$ cat config.mk
export PLATFORM = sky130hd
export DESIGN_NAME = uart_tx
export DESIGN_NICKNAME = d
export VERILOG_FILES = /design/src/forth_pkg.sv /design/src/uart_baud_timer.sv /design/src/uart_tx.sv
export SDC_FILE = /design/constraint.sdc
export NUM_CORES = 1
export LEC_CHECK = 0
export ABC_CLOCK_PERIOD_IN_PS = 2500
export BUFFER_PORTS_ARGS = -buffer_cell sky130_fd_sc_hd__buf_2
export CORE_UTILIZATION = 53
export DETAILED_ROUTE_END_ITERATION = 8
export PLACE_DENSITY = 0.73
export SYNTH_ARGS = -nofsm -noshare
export SYNTH_HDL_FRONTEND = slang
export SYNTH_SLANG_ARGS = --single-unit
$ cat constraint.sdc
create_clock -name clk -period 2.5 [get_ports clk]
set_input_delay 0.25 -clock clk [delete_from_list [all_inputs] [get_ports clk]]
set_output_delay 0.25 -clock clk [all_outputs]
set_load 0.01 [all_outputs]
$ cat src/forth_pkg.sv
// Forth processor shared definitions
// Cell and address types, opcode set, stack commands and port structs

package forth_pkg;

	////////////////////////////////
	// Widths
	////////////////////////////////

	// Data cell
	parameter int CELL_W = 32;
	// Opcode field in the low bits of a cell
	parameter int OP_W = 16;
	// Program address, 256 cells
	parameter int PROG_ADDR_W = 8;

	typedef logic [CELL_W-1:0] cell_t;
	typedef logic [PROG_ADDR_W-1:0] prog_addr_t;

	////////////////////////////////
	// Opcodes
	////////////////////////////////

	// Plain opcodes first, then the four that take an operand cell
	typedef enum logic [OP_W-1:0] {
		nop, dup, drop, over,
		plus, minus, op_and, op_or,
		op_not, negate, equal, zero_equal,
		exit, emit, io_led, io_button,
		lit, branch, zero_branch, call
	} op_e;

	// One stack command per cycle
	typedef enum logic [2:0] {
		stk_hold,
		stk_push,
		stk_pop,
		stk_replace,
		stk_pop_replace
	} stack_op_e;

	////////////////////////////////
	// Port structs
	////////////////////////////////

	// Program memory load port
	typedef struct packed {
		logic we;
		prog_addr_t addr;
		cell_t data;
	} prog_load_t;

	// Byte request toward the transmitter
	typedef struct packed {
		logic req;
		logic [7:0] data;
	} tx_req_t;

	// Dev board LEDs, active low
	typedef struct packed {
		logic r;
		logic b;
		logic g;
	} led_t;

endpackage

$ cat src/uart_baud_timer.sv
// UART bit period timer
// Pulses tick at the end of each bit period while enabled
`timescale 1ns/1ps

module uart_baud_timer #(
	parameter int clks_per_bit = 4
) (
	input logic clk,
	input logic reset,
	input logic enable,
	output logic tick
);

	localparam int cnt_w = (clks_per_bit > 1) ? $clog2(clks_per_bit) : 1;

	logic [cnt_w-1:0] count;

	assign tick = enable && (count == cnt_w'(clks_per_bit - 1));

	always_ff @(posedge clk or negedge reset) begin
		if (!reset) begin
			count <= '0;
		end else if (!enable || tick) begin
			count <= '0;
		end else begin
			count <= count + 1'b1;
		end
	end

endmodule

$ cat src/uart_tx.sv
// UART transmitter, 8N1, LSB first, idle high
// Four-phase req/ack toward the sequencer
`timescale 1ns/1ps

module uart_tx #(
	parameter int clks_per_bit = 4
) (
	input logic clk,
	input logic reset,
	input forth_pkg::tx_req_t tx_req,
	output logic tx_ack,
	output logic tx
);

	typedef enum logic [1:0] {
		tx_idle,
		tx_send,
		tx_ack_hold
	} tx_state_e;

	tx_state_e state;
	// Stop bit, data, start bit
	logic [9:0] shift;
	logic [3:0] bit_cnt;
	logic tick;

	uart_baud_timer #(
		.clks_per_bit(clks_per_bit)
	) u_baud_timer (
		.clk(clk),
		.reset(reset),
		.enable(state == tx_send),
		.tick(tick)
	);

	assign tx = (state == tx_send) ? shift[0] : 1'b1;
	assign tx_ack = (state == tx_ack_hold);

	always_ff @(posedge clk or negedge reset) begin
		if (!reset) begin
			state <= tx_idle;
			shift <= '1;
			bit_cnt <= '0;
		end else begin
			case (state)
				tx_idle: begin
					if (tx_req.req) begin
						shift <= {1'b1, tx_req.data, 1'b0};
						bit_cnt <= '0;
						state <= tx_send;
					end
				end
				tx_send: begin
					if (tick) begin
						// Ten bits per frame
						if (bit_cnt == 4'd9) begin
							state <= tx_ack_hold;
						end else begin
							shift <= {1'b1, shift[9:1]};
							bit_cnt <= bit_cnt + 1'b1;
						end
					end
				end
				tx_ack_hold: begin
					if (!tx_req.req) begin
						state <= tx_idle;
					end
				end
				default: state <= tx_idle;
			endcase
		end
	end

endmodule

# After elaboration in Yosys (flattened, before gate mapping)
# Cells that the tools add are included.
[op_classes]
muxes = 15
addsub = 2
n_reduce_logical = 7
eq_ne = 9
[op_table]
columns = ["op", "n"]
rows = [
  ["10-bit 2-to-1 mux", 3],
  ["10-bit one-hot mux with 2 select lines", 1],
  ["4-bit 2-to-1 mux", 3],
  ["2-bit 2-to-1 mux", 5],
  ["2-bit != test (second input constant)", 5],
  ["4-bit one-hot mux with 2 select lines", 1],
  ["4-bit AND reduction", 2],
  ["2-bit one-hot mux with 3 select lines", 1],
  ["4-bit by 1-bit adder with 4-bit output (second input constant)", 1],
  ["2-bit equality test (second input constant)", 2],
  ["4-bit equality test (second input constant)", 1],
  ["2-bit by 1-bit adder with 2-bit output (second input constant)", 1],
  ["2-bit by 1-bit equality test with 1-bit output (second input constant)", 1],
  ["2-bit zero test", 1],
  ["2-bit nonzero test", 1],
  ["1-bit logical AND", 1],
  ["1-bit zero test", 1],
  ["1-bit logical OR", 1],
  ["1-bit 2-to-1 mux", 1],
]
[totals]
in_bits = 11
regBits = 18
output_inout_bits = 2

# Logic depth before layout (Yosys ltp)
[depth]
depth_word = 4
mapped_depth = 6
mapped_depth_nobuf = 5

# By module
# From an unflattened synthesis, not the netlist that was laid out.
[hier_totals]
hier_cells = 71
hier_area_um2 = 933.4
[by_module_without_submodules]
columns = ["mod", "seq_area_each_um2", "instances", "cells_per_inst", "area_each_um2"]
rows = [
  ["uart_tx", 386.6, 1, 65, 842.1],
  ["uart_baud_timer", 50.0, 1, 6, 91.3],
]

# Worst setup path after synthesis
# OpenSTA, ideal clock, no wires.
[synth_path]
path_kind = "register to register"
from = "reg bit_cnt[0]"
to = "reg bit_cnt[3]"
t_arrival_ps = 1464
stages_incl_launch_ff = 6
setup_slack_ps = 910
t_required_ps = 2374
cell_sequence = "dfrtp_1 -> ha_1 -> and3b_1 -> buf_2 -> or2_1 -> a311o_1"
[synth_between]
elab_chain_cells = 4
elab_cells_between_ends = 7
cone_classes = "add/sub (1); eq/ne (2); mux (3); reduce/logical (1)"
[synth_rtl]
columns = ["item", "line_no", "rtl"]
rows = [
  ["start, declared", "uart_tx.sv:24", "logic [3:0] bit_cnt;"],
  ["start signal, assigned", "uart_tx.sv:60", "bit_cnt <= bit_cnt + 1'b1;"],
  ["4-bit by 1-bit adder with 4-bit output", "uart_tx.sv:60", ""],
  ["4-bit 2-to-1 mux", "uart_tx.sv:56", "if (bit_cnt == 4'd9) begin"],
  ["4-bit 2-to-1 mux", "uart_tx.sv:54", "if (tick) begin"],
  ["4-bit one-hot mux with 2 select lines", "uart_tx.sv:45", "case (state)"],
]
# Several ways; a longest one is shown, not always the timed one. The select of a mux whose other input is x is not followed.
# A chain may end at the register's enable or synchronous reset.

# Final worst setup path
[layout_path]
from = "reg state[0]"
to = "out tx"
[layout_between]
elab_chain_cells = 2
[layout_rtl]
columns = ["item", "line_no", "rtl"]
rows = [
  ["start, declared", "uart_tx.sv:21", "tx_state_e state;"],
  ["start signal, assigned", "uart_tx.sv:41", "state <= tx_idle;"],
  ["start signal, assigned", "uart_tx.sv:50", "state <= tx_send;"],
  ["start signal, assigned", "uart_tx.sv:57", "state <= tx_ack_hold;"],
  ["2-bit by 1-bit equality test with 1-bit output", "uart_tx.sv:36", "assign tx = (state == tx_send) ? shift[0] : 1'b1;"],
  ["1-bit 2-to-1 mux", "uart_tx.sv:36", ""],
  ["end, declared", "uart_tx.sv:12", "output logic tx"],
]
# Every way passes these cells.

==> flow_metrics.py <==
metrics = {
    "sta": {
        "report.final.setup_viol": 0,
        "rsz0062_at_grt": "false",
        "final_hold_viol_count": 0,
        "fin_skew_ps": 3.51,
        "tns_ps": 0,
        "hold_ws_ps": 251,
        "period_needed_ps": 1960,
        "max_freq_mhz": 510,
        "tightest_slew_ps": 413,
        "final_max_slew_viol_count": 0,
        "postLayoutSetupSlackWorst_ps": 540,
        "timing.final.crit_share_pct": 78.4,
        "maxSlewHeadroom_pct": 72.5,
    },
    "clock_network": {
        "cts_root_buffer": "clkbuf_4",
        "numCtsBuffers": 3,
        "hold_buffers": 1,
        "cts_resized": 0,
        "cts.sinks": 17,
        "ctsLongestPathBuffers": 2,
        "post_cts_buffers": 0,
        "cts_max_level": 1,
        "cts_tree": "done",
        "clock_latency_ps": 280,
        "clk_pin_slew_worst_paths_ps": 90,
    },
    "global_routing": {
        "grt_pass1_vias": 529,
        "grt_first_pass_wirelength_microns": 2330,
        "grt-ovfl-total": 0,
        "antenna_found_initial": 0,
        "grt_max_degree": 18,
        "grt_usage_pct": 16.5,
    },
    "synth": {
        "syn_inst": 71,
        "synth_flop_cell": "dfstp_2",
        "ys_ff_latch": 17,
        "yosysTopAreaCell": "dfstp_2",
        "synth-adder-area-share_pct": 4.22,
        "synth_top_area_share_pct": 26.6,
        "synth_mux_area_share_pct": 19.7,
        "synth-xor-area-share_pct": 0,
        "synthArstFlopShare_pct": 100,
        "synth_top_family_by_area": "multiplexers",
        "synthSimpleGateAreaFrac_pct": 12.4,
        "yosysWarnings": 0,
        "synthesis.area_sq_um": 890,
        "postSynthAreaPerCell_sq_um": 12.5,
        "synth.net_count": 85,
        "synth_edf_count": 0,
        "ys_seq_area_share_pct": 49.1,
        "synth_compound_area_share_pct": 9.99,
        "synth_cell_types": 28,
        "synth_area_leaders": "dfstp_2 27%, dfrtp_1 23%, mux2_2 15%, mux2i_1 4.5%, ha_1 4.2%",
    },
    "floorplanning": {
        "rows": 14,
        "ios": 13,
        "die_w_microns": 43.0,
        "core_area_sq_um": 1540,
        "die_h_microns": 43.0,
        "die-area_sq_um": 1850,
        "start_util_pct": 57.7,
    },
    "route": {
        "wl_per_cell_microns": 12.9,
        "ant_nets": 0,
        "drt_iter0_drc": 8,
        "drt-pass1-iter-count": 4,
        "drc_errors": 0,
        "wl_microns": 1290,
        "num_vias": 585,
        "avgViaCountPerCell": 5.85,
    },
    "worst_setup_path": {
        "critPathRequiredTime_ps": 2250,
        "r2r_cells": 4,
        "cp_max_fo": 12,
        "worstPathArrival_ps": 1710,
        "crit_type": "flop to primary output",
        "reg2reg_slack_ps": 810,
        "critPathLaunchType": "flop",
        "endpoint_kind": "primary output",
    },
    "power_and_ir_drop": {
        "power_uw": 942,
        "irDropWorstVdd_uv": 498,
        "p_leak_nw": 0.408,
        "powerDensity_nw_per_um2": 958,
    },
    "place": {
        "place_ws_ps": 829,
        "port_buffers": 12,
        "detailed_place_hpwl_microns": 978,
        "gp_congestion": 0.743,
    },
    "finish": {
        "utilization_pct": 63.8,
        "fin_nets": 99,
        "syn2layout_area_growth_pct": 10.5,
        "n_antenna_cell": 0,
        "drive_gt1_share_pct": 48.8,
    },
    "run": {
        "maxCapViolations": 0,
    },
    "status": {
        "outcome": "complete, no violations",
    },
    "worst_hold_path": {
        "hold_depth": 3,
        "hold_class": "input pin to flop",
    },
}
-- Yosys cell counts, types with 2 or more instances --
cell type,count
nor3_1,2
dfstp_2,9
dfrtp_1,8
o211ai_1,2
nand3_1,3
o21ai_0,4
mux2_2,12
mux2i_1,4
inv_1,3
buf_2,3
nand3b_1,2
ha_1,3
-- stage by stage --
step           instance area (sq um)  instances
2_1_floorplan                    890         71
3_3_place_gp                     947         95
3_5_place_dp                     947         95
4_1_cts                          983        100
5_1_grt                          983        100
6_report                         983        100
-- power breakdown --
group	internal, mW	leakage (nW)	total [mW]	switching [mW]
Combinational	0.189	0.209	0.347	0.158
Clock	0.0618	0.0150	0.137	0.0757
Sequential	0.394	0.184	0.457	0.0632
-- layout by cell type (no fill, tap or decap), types with 2 or more instances in the layout --
master | netlist | layout
dfstp_2 | 9 | 9
o21ai_0 | 4 | 4
inv_1 | 3 | 3
clkbuf_4 | 0 | 3
mux2_2 | 12 | 12
o211ai_1 | 2 | 2
dfrtp_1 | 8 | 8
mux2i_1 | 4 | 4
nand3b_1 | 2 | 2
nor3_1 | 2 | 2
ha_1 | 3 | 3
nand3_1 | 3 | 3
buf_2 | 3 | 12
-- path summary, 6_finish.rpt --
kind | from | end
min in group asynchronous | reset | bit_cnt[1]$_DFFE_PN0P_
worst min register to register | u_baud_timer.count[0]$_DFF_PN0_ | u_baud_timer.count[0]$_DFF_PN0_
worst max register to register | bit_cnt[0]$_DFFE_PN0P_ | shift[6]$_DFFE_PN1P_
max in group asynchronous | reset | shift[6]$_DFFE_PN1P_
worst max-delay path | state[0]$_DFFE_PN0P_ | tx
worst min-delay path | tx_req[8] | state[1]$_DFFE_PN0P_
-- registers in the layout, summed over array words and instances (netlist names) --
register,cells
bit_cnt,4
shift,9
state,2
u_baud_timer.count,2
-- critical path, stage by stage, from the launching register on --
cell and delay (ps):
dfrtp_1 600, buf_4 250, or3b_2 440, buf_2 150
-- layer usage --
metal	vias up	GRT usage (%)	share of wire (%)
met4	0	3.64	0
li1	286	-	-
met5	-	0	0
met1	291	25.3	52
met3	0	3.83	3.3
met2	8	23.9	45
-- final cells by class --
cell class,instances,area [sq um]
Fill cell,137,558
Sequential cell,17,437
Multi-Input combinational cell,46,412
Timing Repair Buffer,14,77.6
Clock buffer,4,26.3
Tap cell,16,20.0
Inverter,3,11.3
-- cells by family after synthesis --
| group | after synthesis |
|---|---|
| flip-flops | 17 |
| multiplexers | 16 |
| AND/OR/NAND/NOR | 16 |
| AO/OA/AOI/OAI | 11 |
| buffers and inverters | 8 |
| adder cells (fa/ha/maj) | 3 |
(Power assumes the default switching activity.)
