**config.mk**
```make
export PLATFORM = sky130hd
export DESIGN_NAME = forth_stack
export DESIGN_NICKNAME = d
export VERILOG_FILES = /design/src/forth_pkg.sv /design/src/forth_stack.sv
export SDC_FILE = /design/constraint.sdc
export NUM_CORES = 1
export LEC_CHECK = 0
export BUFFER_PORTS_ARGS = -buffer_cell sky130_fd_sc_hd__buf_4
export CORE_MARGIN = 10
export CORE_UTILIZATION = 47
export DETAILED_ROUTE_END_ITERATION = 10
export PLACE_DENSITY = 0.66
export SYNTH_ARGS = -nofsm -noshare
export SYNTH_HDL_FRONTEND = slang
export SYNTH_SLANG_ARGS = --single-unit
```
**constraint.sdc**
```tcl
create_clock -name clk -period 3.8 [get_ports clk]
set_input_delay 0.57 -clock clk [delete_from_list [all_inputs] [get_ports clk]]
set_output_delay 0.57 -clock clk [all_outputs]
set_load 0.03 [all_outputs]
```
**src/forth_pkg.sv**
```systemverilog
// Forth processor shared definitions
// Cell and address types, opcode set, stack commands and port structs

package forth_pkg;

	////////////////////////////////
	// Widths
	////////////////////////////////

	// Data cell
	parameter int CELL_W = 32;
	// Opcode field in the low bits of a cell
	parameter int OP_W = 16;
	// Program address, 256 cells
	parameter int PROG_ADDR_W = 8;

	typedef logic [CELL_W-1:0] cell_t;
	typedef logic [PROG_ADDR_W-1:0] prog_addr_t;

	////////////////////////////////
	// Opcodes
	////////////////////////////////

	// Plain opcodes first, then the four that take an operand cell
	typedef enum logic [OP_W-1:0] {
		nop, dup, drop, over,
		plus, minus, op_and, op_or,
		op_not, negate, equal, zero_equal,
		exit, emit, io_led, io_button,
		lit, branch, zero_branch, call
	} op_e;

	// One stack command per cycle
	typedef enum logic [2:0] {
		stk_hold,
		stk_push,
		stk_pop,
		stk_replace,
		stk_pop_replace
	} stack_op_e;

	////////////////////////////////
	// Port structs
	////////////////////////////////

	// Program memory load port
	typedef struct packed {
		logic we;
		prog_addr_t addr;
		cell_t data;
	} prog_load_t;

	// Byte request toward the transmitter
	typedef struct packed {
		logic req;
		logic [7:0] data;
	} tx_req_t;

	// Dev board LEDs, active low
	typedef struct packed {
		logic r;
		logic b;
		logic g;
	} led_t;

endpackage

```
**src/forth_stack.sv**
```systemverilog
// Circular stack with a wrapping pointer
// One command per cycle, top two entries visible combinationally
`timescale 1ns/1ps

module forth_stack #(
	parameter type payload_t = logic,
	parameter int depth = 16
) (
	input logic clk,
	input logic reset,
	input forth_pkg::stack_op_e op,
	input payload_t wdata,
	output payload_t top,
	output payload_t next
);
	import forth_pkg::*;

	localparam int ptr_w = (depth > 1) ? $clog2(depth) : 1;

	payload_t mem [depth];
	logic [ptr_w-1:0] ptr;
	logic [ptr_w-1:0] ptr_up;
	logic [ptr_w-1:0] ptr_down;

	// Neighbours of the top slot, wrap is intended
	assign ptr_up = ptr + 1'b1;
	assign ptr_down = ptr - 1'b1;

	assign top = mem[ptr];
	assign next = mem[ptr_down];

	// Pointer
	always_ff @(posedge clk or negedge reset) begin
		if (!reset) begin
			ptr <= '0;
		end else begin
			case (op)
				stk_push: ptr <= ptr_up;
				stk_pop, stk_pop_replace: ptr <= ptr_down;
				default: ptr <= ptr;
			endcase
		end
	end

	// Entry array
	always_ff @(posedge clk) begin
		case (op)
			stk_push: mem[ptr_up] <= wdata;
			stk_replace: mem[ptr] <= wdata;
			// Binary operators land on the new top
			stk_pop_replace: mem[ptr_down] <= wdata;
			default: ;
		endcase
	end

endmodule

```
# Word level (Yosys, flattened, before mapping)
# Memory sizes are Yosys's and may differ from the RTL's.
# Cells that the tools add are included.
# W data, S select, Z words.
# totals
regBits	4
latch_bits	0
ramBits	16
romBits	0
out_inout_bits	2
wordCells	25
mem_count	1
# mem_list
memory	depth	width	rd	rd_ports_with_merged_regs	wr	line_no	text
mem	16	1	2	0	1	forth_stack.sv:20	payload_t mem [depth];
# op_classes
n_addsub	2
multipliers	0
div	0
n_lt_le_gt_ge	0
eq_ne	4
shift	0
muxes	13
bitwise_logic	0
reduce_logical	4
# ops
op	count
$mux W1	10
$mux W4	2
$pmux W4 S2	1
$eq A3 B2 Y1 const B	2
$add A4 B1 Y4 const B	1
$sub A4 B1 Y4 const B	1
$eq A3 B1 Y1 const B	1
$eq A3 B3 Y1 const B	1
$reduce_bool A2 Y1	1
$reduce_or A1 Y1	2
$reduce_or A2 Y1	1

# Longest topological paths before layout
# Gate-level depths: netlist of run 1.
# logic_depth
word_depth	6
mapped_depth	9

# Worst setup path after synthesis of run 1
# Ideal clock, no wire load.
# synth_timing
kind	register to output
startpoint	reg ptr[0]
endpoint	out next
t_arrival_ns	2.419
setup_slack_ns	0.811
path_stages_with_launch	8
n_path_buf	3
path_cell_list	dfrtp_1 > buf_2 > buf_2 > inv_1 > ha_1 > clkbuf_1 > mux4_2 > mux4_2
# synth_via
elab_chain_cells	2
# synth_lines
item	line_no	text
start: declaration	forth_stack.sv:21	logic [ptr_w-1:0] ptr;
start signal: assignment	forth_stack.sv:38	stk_push: ptr <= ptr_up;
start signal: assignment	forth_stack.sv:39	stk_pop, stk_pop_replace: ptr <= ptr_down;
start signal: assignment	forth_stack.sv:40	default: ptr <= ptr;
$sub A4 B1 Y4	forth_stack.sv:27	assign ptr_down = ptr - 1'b1;
$mem_v2 Z16 W1	--	
end: declaration	forth_stack.sv:14	output payload_t next
# No other way between the ends.

# Final worst setup path of run 1
# layout_timing
startpoint	reg ptr[1]
endpoint	out next
# The elaborated chain is that of the path after synthesis.

==> flow_metrics.tcl, run 1 <==
set metrics [dict create \
    cts_setup_buffers 0 \
    synthCells 112 \
    async_reset_ff_share_pct 20.0 \
    cts_resized 0 \
    insertion_delay_ns 0.31 \
    area.growth.synth_to_final_pct 7.29 \
    synth.most_common_cell "nor3_1" \
    syn-num-nets 120 \
    finalSetupTns_ns 0 \
    routed_wl_um 2790 \
    fp.coreArea_mm2 0.00278 \
    max_freq_mhz 302 \
    cap_violations 0 \
    crit_arrival_ns 2.74 \
    clkTransAtPathRegs_ns 0.11 \
    port_buffers 7 \
    crit_type "register to output port" \
    die_x_um 74.4 \
    ys_ff_latch 20 \
    htree_num_levels 1 \
    drv_slew 0 \
    relSlewSlack_pct 64.6 \
    drive_gt1_share_pct 27.2 \
    worst_slack_ns 0.487 \
    end_kind "output port" \
    ys_seq_area_share_pct 41.8 \
    hold_violations 0 \
    p_leak_nw 0.483 \
    grt_pass1_vias 930 \
    die_h_um 74.4 \
    synth-edff-count 16 \
    ys_types 34 \
    numCtsBuffers 3 \
    dieArea_mm2 0.00553 \
    vias 947 \
    avgSynthCellArea_um2 12.4 \
    grt_setup_unrepaired "false" \
    cts_hold_buf 0 \
    cts.sinks 20 \
    final_cell_area_mm2 0.00149 \
    grt_first_pass_wirelength_um 4700 \
    cts_tree "built" \
    yosysWarnings 0 \
    ioPinCount 8 \
    yosys.area.top_type_share_pct 34.6 \
    antenna_left 0 \
    drt-initial-drc-count 82 \
    p_per_area_mw_per_mm2 832 \
    finalClockSkew_ns 0.00421 \
    grt.overflow.total 0 \
    dp.cells 141 \
    outcome "finished clean" \
    ys.flop_type "edfxtp_1" \
    cp_max_fo 13 \
    required_ns 3.23 \
    num-nets-final 123 \
    synth_common_cells "18 x nor3_1, 16 x edfxtp_1, 10 x mux4_2" \
    startpoint_type "register" \
    setup_viol 0 \
    initial_core_util_pct 50.0 \
    grt_use_total_pct 10.9 \
    tightest_slew_ns 0.527 \
    instances_no_fill 145 \
    n_antenna_cell 0 \
    ctsRootBufferMaster "clkbuf_4" \
    hp-class "input port to async pin" \
    syn_area_mm2 0.00139 \
    place_ws_ns 0.833 \
    rows 19 \
    fin_crit_sh_pct 87.2 \
    dr.pass1.iters 4 \
    synth.largest_area_cell "edfxtp_1" \
    vias_per_cell 6.53 \
    place_area_mm2 0.00144 \
    cts_buffer_depth 2 \
    irDropWorstVdd_uv 704 \
    dpl.hpwl_um 2150 \
    grt_start_max_net_pins 21 \
    period_minus_slack_ns 3.31 \
    drc_errors 0 \
    avgRoutedWirePerCell_um 19.2 \
    post-route-util_pct 53.6 \
    antenna_found_initial 0 \
    place_congestion 0.780 \
    synth.area.top_cells "edfxtp_1 35%, mux4_2 16%, dfrtp_1 7.2%" \
    fillers 242 \
]
[kinds of logic after synthesis]
kind of cell,after synthesis,share of synthesized area (%)
AOI/OAI and AO/OA,19,11.7
xor gates and xnor gates,10,7.92
and+or+nand+nor,38,15.8
DFF,20,41.8
muxes,10,16.2
adders and majority gates,3,2.52
buffers and inverters,12,4.14
[per-layer routing]
metal  part of all wire [%]  GRT usage [%]  wire (µm)
met5                      0              0          0
met4                    1.3           3.25         35
met3                    5.6           3.72        157
met2                     49           17.0       1370
met1                     44           13.9       1230
[power breakdown]
part           internal, mW  switching, mW  total (mW)
Sequential            0.277         0.0746       0.351
Combinational         0.325          0.390       0.715
Clock                 0.107         0.0675       0.174
[worst paths after layout]
check | from | endpoint | slack [ns] | cells past startpoint
max | ptr[1] | next | 0.49 | 5
min | reset | ptr[3] | 0.03 | 1
max reg2reg | ptr[1] | mem[3] | 1.15 | 6
min reg2reg | ptr[0] | ptr[0] | 0.63 | 2
max in group asynchronous | reset | ptr[1] | 3.67 | 1
min in group clk | op[0] | ptr[1] | 0.54 | 2
[through the flow]
| step | total power [mW] | hold WS, ns |
|---|---|---|
| 2_1_floorplan | 0.924 | 0.274 |
| 3_3_place_gp | 1.05 | 0.366 |
| 3_5_place_dp | 1.08 | 0.368 |
| 4_1_cts | 1.25 | 0.0292 |
| 5_1_grt | 1.33 | 0.0226 |
| 6_report | 1.24 | 0.0337 |
[registers in the layout (all words and copies together), names as in the netlist]
register / cells
mem: 16
ptr: 4
[area by class of cell]
cell class | count | area, µm² | area share (%)
Tap cell | 31 | 38.8 | 2.60
Multi-Input combinational cell | 80 | 752 | 50.4
Clock inverter | 1 | 30.0 | 2.01
Clock buffer | 3 | 22.5 | 1.51
Timing Repair Buffer | 8 | 60.1 | 4.03
Inverter | 2 | 7.51 | 0.503
Sequential cell | 20 | 581 | 38.9
[critical path: stages (launching register included)]
cell,delay (ns)
dfrtp_1,0.68
inv_1,0.15
ha_1,0.58
mux4_2,0.36
mux4_2,0.48
buf_4,0.18
[placed cells by master (no fill, tap or decap), drive strengths merged, types with 3 or more instances in the layout]
master / instances
o21ai: 5
nor2: 5
dfrtp: 4
nor3: 18
edfxtp: 16
xnor2: 4
nor2b: 3
clkbuf: 3
buf: 8
mux4: 10
a22oi: 6
xor2: 6
Note: power is estimated with default switching activity, not from simulation.
==> inputs of run 2 (changes only) <==
--- a/config.mk
+++ b/config.mk
@@ -8,8 +8,9 @@
 export BUFFER_PORTS_ARGS = -buffer_cell sky130_fd_sc_hd__buf_4
 export CORE_MARGIN = 10
 export CORE_UTILIZATION = 47
+export CTS_CLUSTER_SIZE = 8
 export DETAILED_ROUTE_END_ITERATION = 10
-export PLACE_DENSITY = 0.66
+export PLACE_DENSITY = 0.76
 export SYNTH_ARGS = -nofsm -noshare
 export SYNTH_HDL_FRONTEND = slang
 export SYNTH_SLANG_ARGS = --single-unit
==> flow_metrics.tcl, run 2 (synthesized netlist as in run 1, its figures left out) <==
set metrics [dict create \
    outcome "finished clean" \
    r2r_start "ptr[1]" \
    crit_arrival_ns 2.72 \
    antenna_left 0 \
    period_minus_slack_ns 3.29 \
    dr.pass1.iters 4 \
    htree_num_levels 1 \
    grt_start_max_net_pins 22 \
    startpoint_type "register" \
    area.growth.synth_to_final_pct 5.40 \
    irDropWorstVdd_uv 599 \
    hp-class "input port to async pin" \
    drive_gt1_share_pct 26.3 \
    finalSetupTns_ns 0 \
    routed_wl_um 2730 \
    initial_core_util_pct 50.0 \
    required_ns 3.23 \
    avgRoutedWirePerCell_um 18.8 \
    grt_setup_unrepaired "false" \
    cts_setup_buffers 0 \
    r2r_slack_ns 1.13 \
    final_common_cell "nor3_1" \
    reg2reg_depth 6 \
    pwr-share-clk_pct 8.6 \
    drt-initial-drc-count 69 \
    cts_tree "built" \
    fillers 243 \
    dieArea_mm2 0.00553 \
    tightest_slew_ns 0.662 \
    worstReg2RegEnd "mem[2]" \
    cts_resized 0 \
    intPower_uw 640 \
    comb_power_share_pct 61.7 \
    seqPwrFrac_pct 29.7 \
    drc_errors 0 \
    cap_violations 0 \
    grt_pass1_vias 987 \
    max_freq_mhz 304 \
    cts.sinks 20 \
    fin_crit_sh_pct 86.5 \
    p_leak_nw 0.471 \
    cts_buffer_depth 2 \
    dp.cells 141 \
    setup_viol 0 \
    whs_ns 0.0468 \
    multi_input_area_um2 752 \
    crit_type "register to output port" \
    ctsRootBufferMaster "clkbuf_4" \
    grt_use_total_pct 11.0 \
    p_sw_uw 530 \
    grt_first_pass_wirelength_um 4870 \
    antenna_found_initial 0 \
    fp.coreArea_mm2 0.00278 \
    largestRegisters "mem x16, ptr x4" \
    die_x_um 74.4 \
    finalClockSkew_ns 0.00737 \
    p_per_area_mw_per_mm2 798 \
    die_h_um 74.4 \
    port_buffers 7 \
    clkTransAtPathRegs_ns 0.10 \
    drv_slew 0 \
    ioPinCount 8 \
    largest_reg_flops 16 \
    grt.overflow.total 0 \
    rows 19 \
    ff_latch_area_um2 581 \
    switching_share_pct 45.3 \
    relSlewSlack_pct 55.6 \
    vias 937 \
    dpl.hpwl_um 2080 \
    numCtsBuffers 3 \
    cts_hold_buf 0 \
    vias_per_cell 6.46 \
    hold_violations 0 \
    place_congestion 0.811 \
    num-nets-final 123 \
    end_kind "output port" \
    instances_no_fill 145 \
    cp_max_fo 13 \
    final_cell_mix "18 x nor3_1, 16 x edfxtp_1, 10 x mux4_2, 8 x buf_4, 6 x a22oi_1" \
    insertion_delay_ns 0.30 \
    top_register "mem" \
    n_antenna_cell 0 \
]
-- run 2: cell count changes in the layout (fill, tap and decap cells not counted) --
cell / delta
clkinv_1: +1
bufinv_16: -1
-- run 2: worst max path at each step --
stage	from	endpoint	cells past startpoint
floorplan	ptr[0]	next	7
global placement	ptr[1]	next	5
detailed placement	ptr[1]	next	5
CTS	ptr[1]	next	5
global route	ptr[1]	next	5
finish	ptr[1]	next	5
-- run 2: layer usage --
metal,GRT usage [%],vias to the layer above,share of wire [%]
met3,3.06,2,5.1
li1,-,439,-
met5,0,-,0
met4,2.64,0,0.81
met2,18.1,18,51
met1,13.9,478,43
-- run 2: per-stage QoR --
stage | util (%) | total power [mW] | setup WS, ns | instance area, µm²
floorplan | - | 0.924 | 0.811 | 1390
global placement | 51.7 | 1.04 | 0.929 | 1440
detailed placement | 51.7 | 1.07 | 0.809 | 1440
CTS | 52.7 | 1.17 | 0.468 | 1470
global route | 52.7 | 1.26 | 0.292 | 1470
finish | 52.7 | 1.17 | 0.512 | 1470
-- run 2: area by class of cell --
cell class,count,area share (%)
Tap cell,31,2.65
Multi-Input combinational cell,80,51.3
Clock inverter,1,0.256
Inverter,2,0.512
Sequential cell,20,39.6
Clock buffer,3,1.54
Timing Repair Buffer,8,4.10
-- run 2: critical path: stages (launching register included) --
cell     delay [ns]
dfrtp_1        0.67
inv_1          0.16
ha_1           0.57
mux4_2         0.37
mux4_2         0.47
buf_4          0.18
-- run 2: power groups by stage --
stage               registers, mW  logic (mW)  clock network [mW]
detailed placement          0.354       0.721                   0
floorplan                   0.295       0.629                   0
global route                0.360       0.787               0.114
CTS                         0.349       0.722               0.103
global placement            0.351       0.692                   0
finish                      0.348       0.722               0.100
