$ cat config.mk
export PLATFORM = sky130hd
export DESIGN_NAME = forth_sequencer
export DESIGN_NICKNAME = d
export VERILOG_FILES = /design/src/forth_pkg.sv /design/src/forth_sequencer.sv
export SDC_FILE = /design/constraint.sdc
export NUM_CORES = 1
export LEC_CHECK = 0
export BUFFER_PORTS_ARGS = -buffer_cell sky130_fd_sc_hd__buf_2
export CAP_MARGIN = 5
export CORE_ASPECT_RATIO = 0.75
export CORE_MARGIN = 2
export CORE_UTILIZATION = 50
export CTS_CLUSTER_DIAMETER = 30
export DETAILED_ROUTE_END_ITERATION = 10
export PLACE_DENSITY = 0.76
export SYNTH_ARGS = -nofsm -noshare
export SYNTH_HDL_FRONTEND = slang
export SYNTH_SLANG_ARGS = --single-unit
export TNS_END_PERCENT = 100
$ cat constraint.sdc
create_clock -name clk -period 3.65 [get_ports clk]
set_clock_uncertainty 0.1 [all_clocks]
set_input_delay 0.5475 -clock clk [delete_from_list [all_inputs] [get_ports clk]]
set_output_delay 0.5475 -clock clk [all_outputs]
set_load 0.02 [all_outputs]
$ cat src/forth_pkg.sv
// Forth processor shared definitions
// Cell and address types, opcode set, stack commands and port structs

package forth_pkg;

	////////////////////////////////
	// Widths
	////////////////////////////////

	// Data cell
	parameter int CELL_W = 32;
	// Opcode field in the low bits of a cell
	parameter int OP_W = 16;
	// Program address, 256 cells
	parameter int PROG_ADDR_W = 8;

	typedef logic [CELL_W-1:0] cell_t;
	typedef logic [PROG_ADDR_W-1:0] prog_addr_t;

	////////////////////////////////
	// Opcodes
	////////////////////////////////

	// Plain opcodes first, then the four that take an operand cell
	typedef enum logic [OP_W-1:0] {
		nop, dup, drop, over,
		plus, minus, op_and, op_or,
		op_not, negate, equal, zero_equal,
		exit, emit, io_led, io_button,
		lit, branch, zero_branch, call
	} op_e;

	// One stack command per cycle
	typedef enum logic [2:0] {
		stk_hold,
		stk_push,
		stk_pop,
		stk_replace,
		stk_pop_replace
	} stack_op_e;

	////////////////////////////////
	// Port structs
	////////////////////////////////

	// Program memory load port
	typedef struct packed {
		logic we;
		prog_addr_t addr;
		cell_t data;
	} prog_load_t;

	// Byte request toward the transmitter
	typedef struct packed {
		logic req;
		logic [7:0] data;
	} tx_req_t;

	// Dev board LEDs, active low
	typedef struct packed {
		logic r;
		logic b;
		logic g;
	} led_t;

endpackage

$ cat src/forth_sequencer.sv
// Inner interpreter of the Forth processor
// Fetch/execute FSM with ALU, LED register and button synchronizer
`timescale 1ns/1ps

module forth_sequencer (
	input logic clk,
	input logic reset,
	input logic run,
	input logic [1:0] buttons,
	output forth_pkg::prog_addr_t fetch_addr,
	input forth_pkg::cell_t fetch_data,
	output forth_pkg::stack_op_e dstk_op,
	output forth_pkg::cell_t dstk_wdata,
	input forth_pkg::cell_t dstk_top,
	input forth_pkg::cell_t dstk_next,
	output forth_pkg::stack_op_e rstk_op,
	output forth_pkg::prog_addr_t rstk_wdata,
	input forth_pkg::prog_addr_t rstk_top,
	output forth_pkg::tx_req_t tx_req,
	input logic tx_ack,
	output forth_pkg::led_t leds
);
	import forth_pkg::*;

	typedef enum logic [2:0] {
		idle,
		fetch,
		execute,
		operand,
		emit_wait_ack,
		emit_wait_release
	} seq_state_e;

	seq_state_e state;
	prog_addr_t pc;
	op_e opcode;
	op_e op_q;
	logic [1:0] btn_meta;
	logic [1:0] btn_sync;

	// RAM always looks at pc, data shows up a cycle later
	assign fetch_addr = pc;
	assign opcode = op_e'(fetch_data[OP_W-1:0]);

	// Two-flop button synchronizer
	always_ff @(posedge clk or negedge reset) begin
		if (!reset) begin
			btn_meta <= '0;
			btn_sync <= '0;
		end else begin
			btn_meta <= buttons;
			btn_sync <= btn_meta;
		end
	end

	////////////////////////////////
	// ALU and stack commands
	////////////////////////////////

	always_comb begin
		dstk_op = stk_hold;
		dstk_wdata = dstk_top;
		rstk_op = stk_hold;
		// Return address is the cell after the operand
		rstk_wdata = pc;
		if (state == execute) begin
			case (opcode)
				dup: begin
					dstk_op = stk_push;
					dstk_wdata = dstk_top;
				end
				over: begin
					dstk_op = stk_push;
					dstk_wdata = dstk_next;
				end
				drop, emit, io_led: dstk_op = stk_pop;
				plus: begin
					dstk_op = stk_pop_replace;
					dstk_wdata = dstk_next + dstk_top;
				end
				minus: begin
					dstk_op = stk_pop_replace;
					dstk_wdata = dstk_next - dstk_top;
				end
				op_and: begin
					dstk_op = stk_pop_replace;
					dstk_wdata = dstk_next & dstk_top;
				end
				op_or: begin
					dstk_op = stk_pop_replace;
					dstk_wdata = dstk_next | dstk_top;
				end
				op_not: begin
					dstk_op = stk_replace;
					dstk_wdata = ~dstk_top;
				end
				negate: begin
					dstk_op = stk_replace;
					dstk_wdata = -dstk_top;
				end
				// Flags are all ones or all zeros
				equal: begin
					dstk_op = stk_pop_replace;
					dstk_wdata = {CELL_W{dstk_next == dstk_top}};
				end
				zero_equal: begin
					dstk_op = stk_replace;
					dstk_wdata = {CELL_W{dstk_top == '0}};
				end
				io_button: begin
					dstk_op = stk_push;
					dstk_wdata = {{(CELL_W-2){1'b0}}, btn_sync};
				end
				exit: rstk_op = stk_pop;
				default: ;
			endcase
		end else if (state == operand) begin
			case (op_q)
				lit: begin
					dstk_op = stk_push;
					dstk_wdata = fetch_data;
				end
				zero_branch: dstk_op = stk_pop;
				call: rstk_op = stk_push;
				default: ;
			endcase
		end
	end

	////////////////////////////////
	// Fetch/execute FSM
	////////////////////////////////

	always_ff @(posedge clk or negedge reset) begin
		if (!reset) begin
			state <= idle;
			pc <= '0;
			op_q <= nop;
			tx_req <= '0;
			leds <= '1;
		end else if (!run && state != emit_wait_ack && state != emit_wait_release) begin
			// Handshake finishes first, then back to address 0
			state <= idle;
			pc <= '0;
		end else begin
			case (state)
				idle: state <= fetch;
				fetch: begin
					pc <= pc + 1'b1;
					state <= execute;
				end
				execute: begin
					op_q <= opcode;
					state <= fetch;
					case (opcode)
						lit, branch, zero_branch, call: begin
							// Step over the operand cell
							pc <= pc + 1'b1;
							state <= operand;
						end
						exit: pc <= rstk_top;
						emit: begin
							tx_req.req <= 1'b1;
							tx_req.data <= dstk_top[7:0];
							state <= emit_wait_ack;
						end
						io_led: begin
							leds.g <= ~dstk_top[0];
							leds.b <= ~dstk_top[1];
							leds.r <= ~dstk_top[2];
						end
						default: ;
					endcase
				end
				operand: begin
					state <= fetch;
					case (op_q)
						branch, call: pc <= fetch_data[PROG_ADDR_W-1:0];
						zero_branch: begin
							if (dstk_top == '0) begin
								pc <= fetch_data[PROG_ADDR_W-1:0];
							end
						end
						default: ;
					endcase
				end
				// Stalled until the frame is out
				emit_wait_ack: begin
					if (tx_ack) begin
						tx_req.req <= 1'b0;
						state <= emit_wait_release;
					end
				end
				emit_wait_release: begin
					if (!tx_ack) begin
						state <= fetch;
					end
				end
				default: state <= idle;
			endcase
		end
	end

endmodule

==> results of run 1 <==
==> kinds of logic after synthesis <==
| logic type | Yosys count | synth area share [%] |
|---|---|---|
| AOI/OAI and AO/OA | 454 | 33.8 |
| DFF | 43 | 12.1 |
| muxes | 20 | 2.45 |
| adders and majority gates | 108 | 15.2 |
| xor gates and xnor gates | 37 | 3.62 |
| buffers and inverters | 188 | 8.48 |
| other | 1 | 0.0419 |
| and+or+nand+nor | 440 | 24.3 |
==> synth_stat cells (all sizes together) (12+ instances only) <==
cell	number	area, µm²
o21ai	98	494
o22ai	21	131
a221oi	16	146
nor3	57	295
nand3	56	285
a211oi	13	97.6
nor4	33	253
inv	107	402
o31ai	14	110
ha	105	1310
nand4	18	113
xnor2	36	315
buf	32	173
dfrtp	40	1000
o21bai	18	135
nor2	124	465
a22oi	12	90.1
a21o	17	128
a21oi	114	571
clkbuf	49	184
nand2	92	345
mux2	15	169
o211ai	15	113
o221ai	23	201
nor2b	15	93.8
==> repair_timing <==
action / CTS
gates resized for setup: 268
gates cloned: 2
buffers inserted: 33
pin swaps: 94
hold buffers: 0
setup endpoints to repair: 33
==> stage by stage <==
step	cells	utilization [%]	area, µm²	TNS (ps)	hold WS [ps]
detailed placement	2044	74.6	13100	-12570	237
global placement	2044	74.6	13100	-11750	236
floorplan	1291	-	9130	-103	152
CTS	2083	83.1	14600	-3020	252
==> impl_summary.md, run 1 <==
CTS
The number of H-tree levels is 2. Clock tree synthesis selected as its root buffer the cell clkbuf_16. The clock sink count is 43. Counting the buffers created by CTS gives 5.

No sink is reached through more buffers than the 2 on the longest clock path.

Synth
For this run, the leading register cell type out of synthesis is dfrtp_1. Counting every net in the synthesized netlist gives 1508. The sequential element share of the synthesized area is 12.1%. The number of distinct library cell variants in the gate-level netlist after synthesis is 80. Synthesis handed over a netlist of 1291 instances. The number of warnings reported in the yosys synthesis log is 0. In this run the cell area of the synthesized design comes to 8940 µm². The average cell area after synthesis is 6.93 µm². The count of state elements after synthesis is 43.

After synthesis, the share of flip-flops with an asynchronous set or reset is 100%. The synthesized design contains 0 enable-type register cells.

Global routing
The initial antenna violation count is 8. The largest net degree at the start of global routing is 44.

Status
The last stage reached is 5_1_grt. The flow did not finish. The first error in the log reads "[ERROR GRT-0183] Net _0088_: the 3D maze router ran out of legal paths (heap underflow) - the net is boxed in by local congestion or blockages".

Timing
After the last repair the worst path ends at a top-level output. The worst endpoint after global-route timing repair is dstk_wdata[30].

Die
The initial cell density of the core is 50.8%. From bottom edge to top edge, the die measures 120 µm. The number of rows created at floorplan is 42. The number of top-level design ports is 176.

The die extent in x is 158 µm.

Placement
The final HPWL from detailed placement is 36.4 mm. The global placement routability congestion is 1.07. The quantity of I/O buffers inserted on ports is 174. The worst setup slack before clock tree synthesis is -627 ps.
==> run 2: changes to the inputs <==
CORE_ASPECT_RATIO = not set   (was 0.75)
CORE_UTILIZATION = 35   (was 50)
CTS_CLUSTER_DIAMETER = not set   (was 30)
PLACE_DENSITY = not set   (was 0.76)
PLACE_DENSITY_LB_ADDON = 0.15   (was not set)
clock period = 4.7 ns   (was 3.65 ns; I/O delays follow)
==> impl_summary.md, run 2 <==
Status
The run finished with clean final reports.

CTS
CTS saw 43 sinks. TritonCTS built the clock tree. The clock latency at the later pin of the worst-skew pair is 290 ps. The clock input transition at the sequential cells of the worst setup and hold paths is 60 ps.

The master cell of the clock root buffer is clkbuf_16. The number of CTS-inserted buffers is 5. The clock tree synthesis step divided the H-tree into 2 levels.

The deepest clock path buffer count is 2.

Synth
The top cell type by area accounts for 14.7% of the synthesized area. Each instance of the synthesized netlist takes up on average 6.93 µm². The synthesized area is 8940 µm². The proportion of register bits with asynchronous set or reset after synthesis is 100%.

The count of mapped cells out of synthesis is 1291. The prevailing post-synth register cell is dfrtp_1. Yosys instantiated no cell more often than nor2_1. Synthesis instantiated 80 different standard cells from the library. For this run, the register share of the synthesized area comes to 12.1%. Counting flops and latches in the post-synthesis netlist gives 43. The Yosys step of the flow raised 0 warnings. The total nets after synthesis is 1508. The number of flops mapped to enable cells by yosys is 0.

The cell type contributing the most total cell area after synthesis is ha_1. The commonest cells after synthesis are nor2_1, a21oi_1, inv_1. After synthesis, the cell types taking the most area are ha_1, dfrtp_1, a21oi_1.

Critical path
The critical path start-end classification is input port to output pin. The capturing element of the worst setup path is dstk_wdata[26]. The critical path capture point type is an output pin. The type of element launching the critical path is an input port. The largest individual stage delay along the critical path comes from the cell fa_2. The largest single stage delay on the critical path is 410 ps. The launch point of the worst reg-to-reg path is op_q[3]. The number of cells on the worst reg-to-reg path is 8. The minimum setup slack among reg-to-reg paths is 2170 ps.

Traced cell by cell, the critical path runs through buf_2 > ha_4 > fa_2 > a21oi_4 > o21ai_4 > a2111oi_4 > buf_4 > o31ai_4 > a221oi_2 > buf_4 > o31a_1 > buf_4 > buf_6 > xnor2_2 > a21oi_1 > a311oi_1 > buf_2. The source of the critical timing path is dstk_next[0]. The worst register-to-register path ends at fetch_addr[6]. Data on the critical path is required at its endpoint by 3890 ps. The cell repeated most along the worst path is buf_4.

The peak fanout along the critical path is 4. For the worst setup path, the data arrival time is 3840 ps.

Power and ir drop
The worst-case IR drop observed on VDD is 0.215 mV. After layout, the design draws a total of 1810 µW. The power density of the placed cells is 157 nW/µm². In this run the static leakage power is 0.00522 µW.

Die
In this run the count of I/O pins placed on the die edge is 176. Measured along the x axis, the die boundary spans 164 µm. The initialized floorplan defines 58 standard-cell rows. The floorplan step defined a die boundary enclosing 26800 µm². The core area is 25100 µm². Measured along the y axis, the die boundary spans 164 µm. The initial cell density of the core is 35.6%.

Detailed routing
For this block, the initial DRC count from the detailed router was 1212. The routed design has 41.4 mm of wire. In the routed layout, each cell is associated on average with a via count of 5.95. The average detailed-routed wire length per instance is 21.9 µm. In the routed design, unresolved DRC markers number 0.

The number of detailed-routing iterations run before antenna repair is 5. The detailed-route via count is 11261. The detail route stage leaves a number of antenna-violating nets equal to 0.

Placement
The placed instances occupy a cell area of 11200 µm². The quantity of I/O buffers inserted on ports is 174. The final HPWL from detailed placement is 33.2 mm. The congestion estimate from routability-driven global placement came to 0.954.

Finish
In the final design database the tool counted 1780 nets. Fill cells in the final layout number 2688. The register with the most flip-flops in the final layout is op_q. The library cells used most frequently in the layout, excluding fill and tap cells, are buf_2, buf_4, nor2_1, a21oi_1, inv_1. The final standard cell utilization of the core is 45.8%. The most frequent standard cell in the layout excluding fill and tap cells is buf_2. The total non-filler cell area in the finished layout is 11500 µm².

0 antenna diodes ended up in the layout. Relative to the synthesized area, the layout overhead comes to 28.7%. In the final layout, the share of cells above drive strength 1 is 26.2%. The flip-flop count of the largest register, all copies and words added is 16.

Job
The max-capacitance violation count is 0.

Timing
The final clock period utilization by the worst path is 98.8%. Setup repair after global routing could not meet its margin everywhere. Setup violations remaining at the end of the flow were counted as 0. The count of pins over their slew limit is 0. After routing, the total negative slack on setup checks comes to 0 ps. The routed design could run at a clock period as short as 4640 ps.

The worst pin sits at a relative slew slack of 33.2%. The final number of hold-violating endpoints came to 0. The achievable frequency is 0.215 GHz. The worst hold-check slack is 251 ps. The transition at the pin with the smallest max-transition slack is 1000 ps.

Min path
In this run the worst hold path is classified as register to register.

Global routing
The first global-routing pass estimated 62.4 mm of wire. The initial antenna violation count is 0. The number of global-route vias before repair is 10644. For this run the aggregate overflow at the end of global routing stands at 0. The largest net degree at the start of global routing is 44. Global routing used 29.9% of the available tracks across all layers.
-- run 2: logic make-up after synthesis --
kind of cell,count (synthesis),synth area share [%]
flops,43,12.1
buf+inv,188,8.48
compound gates,454,33.8
mux,20,2.45
xor+xnor,37,3.62
other cells,1,0.0419
fa+ha+maj,108,15.2
simple gates,440,24.3
-- run 2: worst min path at each step --
stage	cells past startpoint	start	endpoint
after floorplan	0	btn_meta[0]	btn_sync[0]
after global placement	0	btn_meta[0]	btn_sync[0]
after detailed placement	0	btn_meta[0]	btn_sync[0]
after CTS	0	btn_meta[0]	btn_sync[0]
after global routing	0	btn_meta[0]	btn_sync[0]
final	0	btn_meta[0]	btn_sync[0]
-- run 2: what timing repair did --
item	4_1_cts	5_1_grt
buffers inserted	1	5
hold buffers	0	0
pin swaps	2	12
gates resized for setup	6	26
endpoints found under the setup margin	5	14
-- run 2: metrics by stage --
step / std cells / setup WS, ps
final: 1894 / 56.3
after global routing: 1894 / -63.8
after CTS: 1889 / -2.24
after detailed placement: 1880 / -204
after global placement: 1880 / -199
after floorplan: 1291 / 146
-- run 2: final cells by class --
type	count	area (µm²)	share of cell area, %
Clock inverter	2	12.5	0.109
Inverter	107	402	3.49
Sequential cell	43	1080	9.38
Tap cell	330	413	3.59
Clock buffer	6	129	1.12
Timing Repair Buffer	346	2220	19.3
Multi-Input combinational cell	1060	7250	63.0
-- run 2: power breakdown --
| group | leakage [µW] | switching (µW) | total [µW] | internal, µW |
|---|---|---|---|---|
| Clock | 0.0000669 | 147 | 343 | 196 |
| Sequential | 0.000539 | 36.5 | 458 | 421 |
| Combinational | 0.00461 | 600 | 1010 | 412 |
-- run 2: layer usage --
metal  vias to the layer above  track usage (%)  routed length, µm
li1                       5330                -                  -
met1                      5284             40.4              17900
met2                       563             49.0              18700
met3                        84             3.46               3240
met4                         0             11.1               1550
met5                         -                0                  0
-- run 2: worst max-delay path: cells and delay by family --
| family | cells | cell delay [ps] |
|---|---|---|
| buffers and inverters | 6 | 940 |
| XOR/XNOR | 1 | 100 |
| AO/OA/AOI/OAI | 8 | 1500 |
| adder cells (fa/ha/maj) | 2 | 580 |
Power figures use the tool's default switching activity.
==> run 3: changes to the inputs <==
ABC_AREA = 1   (was not set)
==> impl_summary.md, run 3 <==
Status
The run finished with clean final reports.

Critical path
Setup slack on the worst reg-to-reg path comes out at 1950 ps. The signal arrival time at the worst endpoint is 3730 ps. The worst setup path is of the input port to output pin kind. The cell repeated most along the worst path is nand2_1. The cell depth of the worst setup path is 17. The launch point of the worst reg-to-reg path is state[2]. The critical path goes through buf_2 > inv_1 > ha_1 > nor2_1 > nand2_1 > nor2_1 > nand3_1 > nor2_4 > nand2_2 > nand2_1 > nor2_1 > nand3_1 > nor2_2 > nand3_1 > nand2_1 > nand2_1 > buf_2.

The critical path's top delay family is simple AND/OR/NAND/NOR gates. For the worst flop-to-flop path, the logic depth is 12. The source of the critical timing path is dstk_top[4]. The critical path capture point type is an output pin. Along the worst path, the maximum fanout reaches 9. The type of element launching the critical path is an input port. The slowest stage cell on the critical path is ha_1. The number of buffers and inverters on the critical path is 3. In this run the critical register-to-register path is captured at fetch_addr[0]. Data on the critical path is required at its endpoint by 3890 ps.

The peak per-stage delay on the critical path is 620 ps.

Synth
Ranked by total cell area, the synthesized netlist is headed by nand2_1, inv_1, ha_1. The xor-xnor portion of the synthesized cell area is 0.816%. Summing every instance area after synthesis gives 11800 µm². Summing the areas of all fa, ha and maj instances in the mapped netlist gives 11.5% of the synthesized area. Yosys printed 0 warnings. Of all flip-flops after synthesis, the portion carrying an async set or reset was 100%. The count of mapped cells out of synthesis is 2267. The portion of netlist area occupied by mux cells is 0%.

For this run, the register share of the synthesized area comes to 9.14%. The total nets after synthesis is 2484. The synthesized netlist devotes 14.4% of its cell area to compound gates. After synthesis, the most frequently instantiated cells are nand2_1, inv_1, nor2_1. Summed over its instances, the top area cell type makes up 21.3% of the synthesized netlist area. The most common cell in the synthesized netlist is nand2_1. Counting flops with a built-in enable in the synthesized netlist gives 0. The cell type contributing the most total cell area after synthesis is nand2_1. The main combinational cell family by area after synthesis is simple AND/OR/NAND/NOR gates.

The count of state elements after synthesis is 43. The share of synthesized cell area in and, or, nand and nor gates is 48.5%. The prevailing post-synth register cell is dfrtp_1. The number of distinct library cell variants in the gate-level netlist after synthesis is 51. A synthesized cell averages 5.21 µm².

Global routing
For met2 alone, demand over resource in global routing was 59.3%. The initial antenna violation count came to 2. The first global-routing pass estimated 93.7 mm of wire. The most used routing layer in global routing is met2. For this run the aggregate overflow at the end of global routing stands at 0. For this run, global-route usage on met3 was measured as 3.24%. Entering global routing, the biggest net connects 68 pins. The total global routing track utilization is 35.4%. The number of global-route vias before repair is 14552. The met1 track utilization from global routing is 48.5%.

CTS
The clock latency at the later pin of the worst-skew pair is 290 ps. The number of H-tree levels is 2. The deepest clock path buffer count is 2. The total of hold buffers inserted after clock tree synthesis is 0. TritonCTS built the clock tree.

The number of CTS-inserted buffers is 5. The cell sitting at the root of the clock tree is a clkbuf_16. After clock tree synthesis, the clock-pin slew on the worst setup and hold paths is 70 ps. The number of setup buffers added after CTS is 0. Clock tree synthesis found a total of 43 sinks.

Finish
The total of fill cells in the finished design is 3944. The fraction of layout cells with a size suffix above 1 is 12.7%. The top cell types in the final layout, fill and taps aside, are nand2_1, inv_1, nor2_1, nand3_1, buf_2. The most frequent standard cell in the layout excluding fill and tap cells is nand2_1. The register with the most flip-flops is op_q. For this run, the post-layout net count is 2642. The flip-flop count of the largest register, all copies and words added is 16.

The final standard cell utilization of the core is 40.1%. The layout-stage area growth over the synthesis result is 13.3%.

Die
The die footprint is 35200 µm². The total area inside the core boundary comes to 33400 µm². In this run the core area contains 67 standard-cell rows.

The floorplan step set the die width to 188 µm. The height of the die is 188 µm. In this run the count of I/O pins placed on the die edge is 176. For this configuration, the core starts out at a cell density of 35.4%.

Power and ir drop
The leakage power total is 0.00755 µW. The power density of the placed cells is 196 nW/µm². The worst supply voltage drop on vdd is 0.282 mV.

Detailed routing
The average detailed-routed wire length per instance is 22.2 µm. The detail route stage leaves a number of antenna-violating nets equal to 0. The mean number of vias per cell is 5.40. The number of detailed-routing iterations run before antenna repair is 5. After detailed routing, the number of remaining DRC violations is 0. For this block, the via count after detailed routing is 15520. The initial DRC count is 1550.

The routed design has 64.0 mm of wire.

Min path
The class of the most critical hold timing path is register to register. The hold path endpoint is btn_sync[1]. Along the worst hold path, the cell count comes to 0. In this run the most critical hold path is launched from btn_meta[1].

Timing
Setup repair after global routing left no endpoint under its margin. The worst path in the final design needs a cycle of 4540 ps, including I/O delays and setup. Measured against its own limit, the worst slew margin works out to 30.6%. The final clock period utilization by the worst path is 96.5%.

The summed negative setup slack over all endpoints is 0 ps. The transition at the pin with the smallest max-transition slack is 1040 ps. The count of pins over their slew limit was 0.

The final number of hold-violating endpoints came to 0. The count of final setup violators is 0. The achievable frequency is 0.220 GHz.

Placement
The final HPWL from detailed placement is 54.3 mm. The global placement routability congestion is 1.04. The quantity of I/O buffers inserted on ports is 174.

Job
The tool flagged a number of max-cap violations equal to 0.
[run 3: changes by cell type after synthesis, moves of 32 or more]
cell | before | now
xnor2_1 | 36 | 4
inv_1 | 107 | 365
nor2_1 | 124 | 303
nand4_1 | 18 | 50
o21ai_0 | 94 | 142
nand3_1 | 55 | 205
nand2_1 | 92 | 670
[run 3: cell type report]
type	count	area, µm²	share of cell area, %
sequential	43	1080	8.06
timing repair buffer	227	1280	9.57
clock inverter	2	13.8	0.103
multi-input combinational	1767	8890	66.4
inverter	381	1430	10.7
clock buffer	6	129	0.962
antenna	1	2.50	0.0187
tap	448	561	4.19
[run 3: repair_timing]
| action | CTS | global route |
|---|---|---|
| resized for setup | 0 | 1 |
| endpoints found under the setup margin | 0 | 1 |
| endpoints found under the hold margin | 0 | 0 |
[run 3: cells by family (layout without fill, tap and decap cells)]
logic type | after synthesis | after routing
flip-flops | 43 | 43
AO/OA/AOI/OAI | 318 | 318
adder cells (fa/ha/maj) | 107 | 107
buffers and inverters | 457 | 616
other | 1 | 2
XOR/XNOR | 11 | 11
AND/OR/NAND/NOR | 1330 | 1330
[run 3: worst max path at each step]
| stage | endpoint | slack (ps) |
|---|---|---|
| 4_1_cts | dstk_wdata[31] | 90 |
| 3_3_place_gp | dstk_wdata[31] | 60 |
| 6_report | dstk_wdata[31] | 160 |
| 5_1_grt | dstk_wdata[31] | 20 |
| 3_5_place_dp | dstk_wdata[31] | 110 |
| 2_1_floorplan | dstk_wdata[13] | 1070 |
[run 3: power breakdown]
group / total (µW) / internal [µW] / switching (µW)
Clock: 349 / 197 / 152
Sequential: 564 / 468 / 95.8
Combinational: 1720 / 506 / 1210
Total: 2630 / 1170 / 1460
[run 3: worst register-to-register path: stages, from the launching register on]
cell	delay [ps]
dfrtp_1	430
nor2_4	230
inv_2	110
nor2_4	100
inv_2	90
nor2_2	410
inv_2	290
o31ai_1	300
inv_1	70
o21ai_2	210
nor2_4	130
nand2_1	110
nand2_1	50
[run 3: routing by layer]
metal	part of all wire [%]	vias to the layer above	wire, µm
li1	-	7468	-
met1	44	7236	27900
met2	46	725	29200
met3	7.8	91	4990
met4	3.0	0	1890
met5	0	-	0
[run 3: per-stage QoR]
stage          hold slack, ps  instances  area, µm²  power [µW]  setup WS (ps)
4_1_cts                   261       2874      13400        2610           94.5
2_1_floorplan             231       2267      11800        1650           1070
3_5_place_dp              246       2866      13200        2250            107
3_3_place_gp              239       2866      13200        2250           59.5
5_1_grt                   270       2875      13400        2830           18.8
6_report                  259       2875      13400        2630            163
==> run 4: changes to the inputs <==
CAP_MARGIN = 25   (was 5)
CORE_ASPECT_RATIO = 1.75   (was not set)
==> impl_summary.md, run 4 (synthesis results as in run 3) <==
Timing
After layout, the minimum clock period comes to 4580 ps. The worst-case setup margin in the final layout is 118 ps. The final clock period utilization by the worst path is 97.5%. Setup repair after global routing left no endpoint under its margin. The achievable frequency is 0.218 GHz. Summed over all failing endpoints, the final setup total negative slack is 0 ps. Setup violations remaining at the end of the flow were counted as 0.

The count of pins over their slew limit is 0. In this run the tightest slew margin relative to its limit is 56.0%. For the pin with the worst max-slew slack, the measured transition is 660 ps.

On the final layout, the worst hold slack is 148 ps. The final number of hold-violating endpoints was 0.

Detailed routing
The average detailed-routed wire length per instance is 23.3 µm. The initial DRC count is 1360. The post-detailed-route DRC marker count is 0.

For this block, the via count after detailed routing is 15875. The remaining number of nets flagged by the antenna check after routing is 0. The first detailed-routing pass ran for 8 iterations. The mean number of vias per cell is 5.48. After detailed routing, the total wire length is 67.6 mm.

Finish
The flip-flop count of the largest register, all copies and words added is 16. Counting the fill cells in the layout gives 3881. The area growth from synthesis to layout is 14.8%.

The area used by multi-input combinational logic is 8890 µm². The post-layout instance count excluding filler cells is 2899. Leaving out fill and tap cells, the most frequent cells in the layout are nand2_1, inv_1, nor2_1, nand3_1, buf_2. The fraction of layout cells with a size suffix above 1 is 13.4%. In the final layout, flip-flops and latches occupy 1080 µm². Ranked by flip-flop count, first place goes to op_q.

The number of nets in the layout is 2660. The most frequent standard cell in the layout excluding fill and tap cells is nand2_1. The number of antenna diodes in the final layout is 0.

CTS
The master cell of the clock root buffer is clkbuf_16. The H-tree generated during clock tree synthesis spans 2 levels. The clock latency at the later pin of the worst-skew pair is 310 ps. The deepest clock path buffer count is 2. The CTS tree is yes. The clock sink count is 43. The clock input transition at the sequential cells of the worst setup and hold paths is 60 ps. Counting the buffers created by CTS gives 5.

Placement
The quantity of I/O buffers inserted on ports is 174. After detailed placement, the design holds a cell count of 2890. After legalization and detailed placement, the total HPWL measured 56.8 mm. The worst setup slack before clock tree synthesis is 15.1 ps. The congestion estimate from routability-driven global placement came to 1.02.

Global routing
The global-route wire length before repair is 96.7 mm. The largest net degree at the start of global routing is 44. The number of global-route vias before repair was 15356.

The initial antenna violation count came to 1. The overflow left after global routing is 0. Global routing used 37.8% of the available tracks across all layers.

Critical path
The critical path starts at dstk_top[4]. The worst reg2reg path endpoint is fetch_addr[0]. The launch point of the worst reg-to-reg path is state[2]. STA puts the critical path data required time at 3890 ps.

The signal arrival time at the worst endpoint is 3780 ps. STA classifies the critical path startpoint as an input port. The worst register-to-register path has a depth of 13.

The critical path start-end classification is input port to output pin. The peak fanout along the critical path is 12. The critical path capture point type is an output pin. The capturing element of the worst setup path is dstk_wdata[6]. For flop-to-flop paths, the worst setup slack is 1800 ps.

Die
The die is 143 µm wide. For this configuration, the core starts out at a cell density of 35.2%. The floorplan has 89 rows.

Pin placement for this block handled 176 I/O pins. The core area is 33500 µm². The height of the die is 247 µm.

The die covers 35300 µm².

Status
The flow ran to the end, and the final reports show no timing, DRC or antenna violations.

Power and ir drop
The leakage power total is 0.00766 µW. After layout, the design draws a total of 2740 µW. VDD sags by at most 0.343 mV. In this run the power density over the cells is 202 nW/µm².

Job
The max-capacitance violation count is 0.

Min path
The class of the most critical hold timing path is input port to asynchronous set/reset pin.
==> run 4: worst min-delay path by stage <==
stage,from,end,slack (ps),depth (start not counted)
2_1_floorplan,btn_meta[0],btn_sync[0],230,0
3_3_place_gp,btn_meta[0],btn_sync[0],240,0
3_5_place_dp,btn_meta[0],btn_sync[0],240,0
4_1_cts,btn_meta[0],btn_sync[0],260,0
5_1_grt,reset,fetch_addr[1],170,1
6_report,reset,fetch_addr[1],150,1
==> run 4: routing by layer <==
layer	vias to the layer above	part of all wire, %	GRT usage, %
met5	-	0	0
met2	808	50	67.9
met1	7307	35	40.7
met3	251	6.2	4.01
met4	0	8.5	26.7
li1	7509	-	-
==> run 4: critical path, stage by stage <==
cell	delay [ps]
buf_2	270
inv_1	300
ha_2	470
nor2_1	220
nand2_1	180
nor2_1	160
nand3_1	150
nor2_4	240
nand2_2	290
o211ai_1	250
nor3_1	80
nand3b_1	140
nand2_1	70
nand2_1	80
buf_2	160
==> run 4: power by group <==
| part | switching (µW) | internal (µW) |
|---|---|---|
| Sequential | 89.6 | 468 |
| Combinational | 1240 | 521 |
| Clock | 170 | 254 |
| Total | 1500 | 1240 |
==> run 4: layout make-up <==
| class | count | share of cell area, % |
|---|---|---|
| clock buffers | 5 | 0.923 |
| clock inverters | 3 | 0.351 |
| inverters | 381 | 10.5 |
| multi-input cells | 1767 | 65.6 |
| flip-flops and latches | 43 | 7.96 |
| well taps | 455 | 4.20 |
| repair buffers | 245 | 10.4 |
==> run 4: through the flow <==
| step | util [%] | cell area [µm²] |
|---|---|---|
| 3_5_place_dp | 39.9 | 13400 |
| 2_1_floorplan | - | 11800 |
| 6_report | 40.5 | 13600 |
| 3_3_place_gp | 39.9 | 13400 |
| 5_1_grt | 40.5 | 13600 |
| 4_1_cts | 40.4 | 13500 |
==> run 4: timing repair <==
action,CTS,global route
setup endpoints to repair,0,18
hold endpoints to repair,0,0
buffers inserted,0,0
hold buffers,0,0
gates resized for setup,0,2
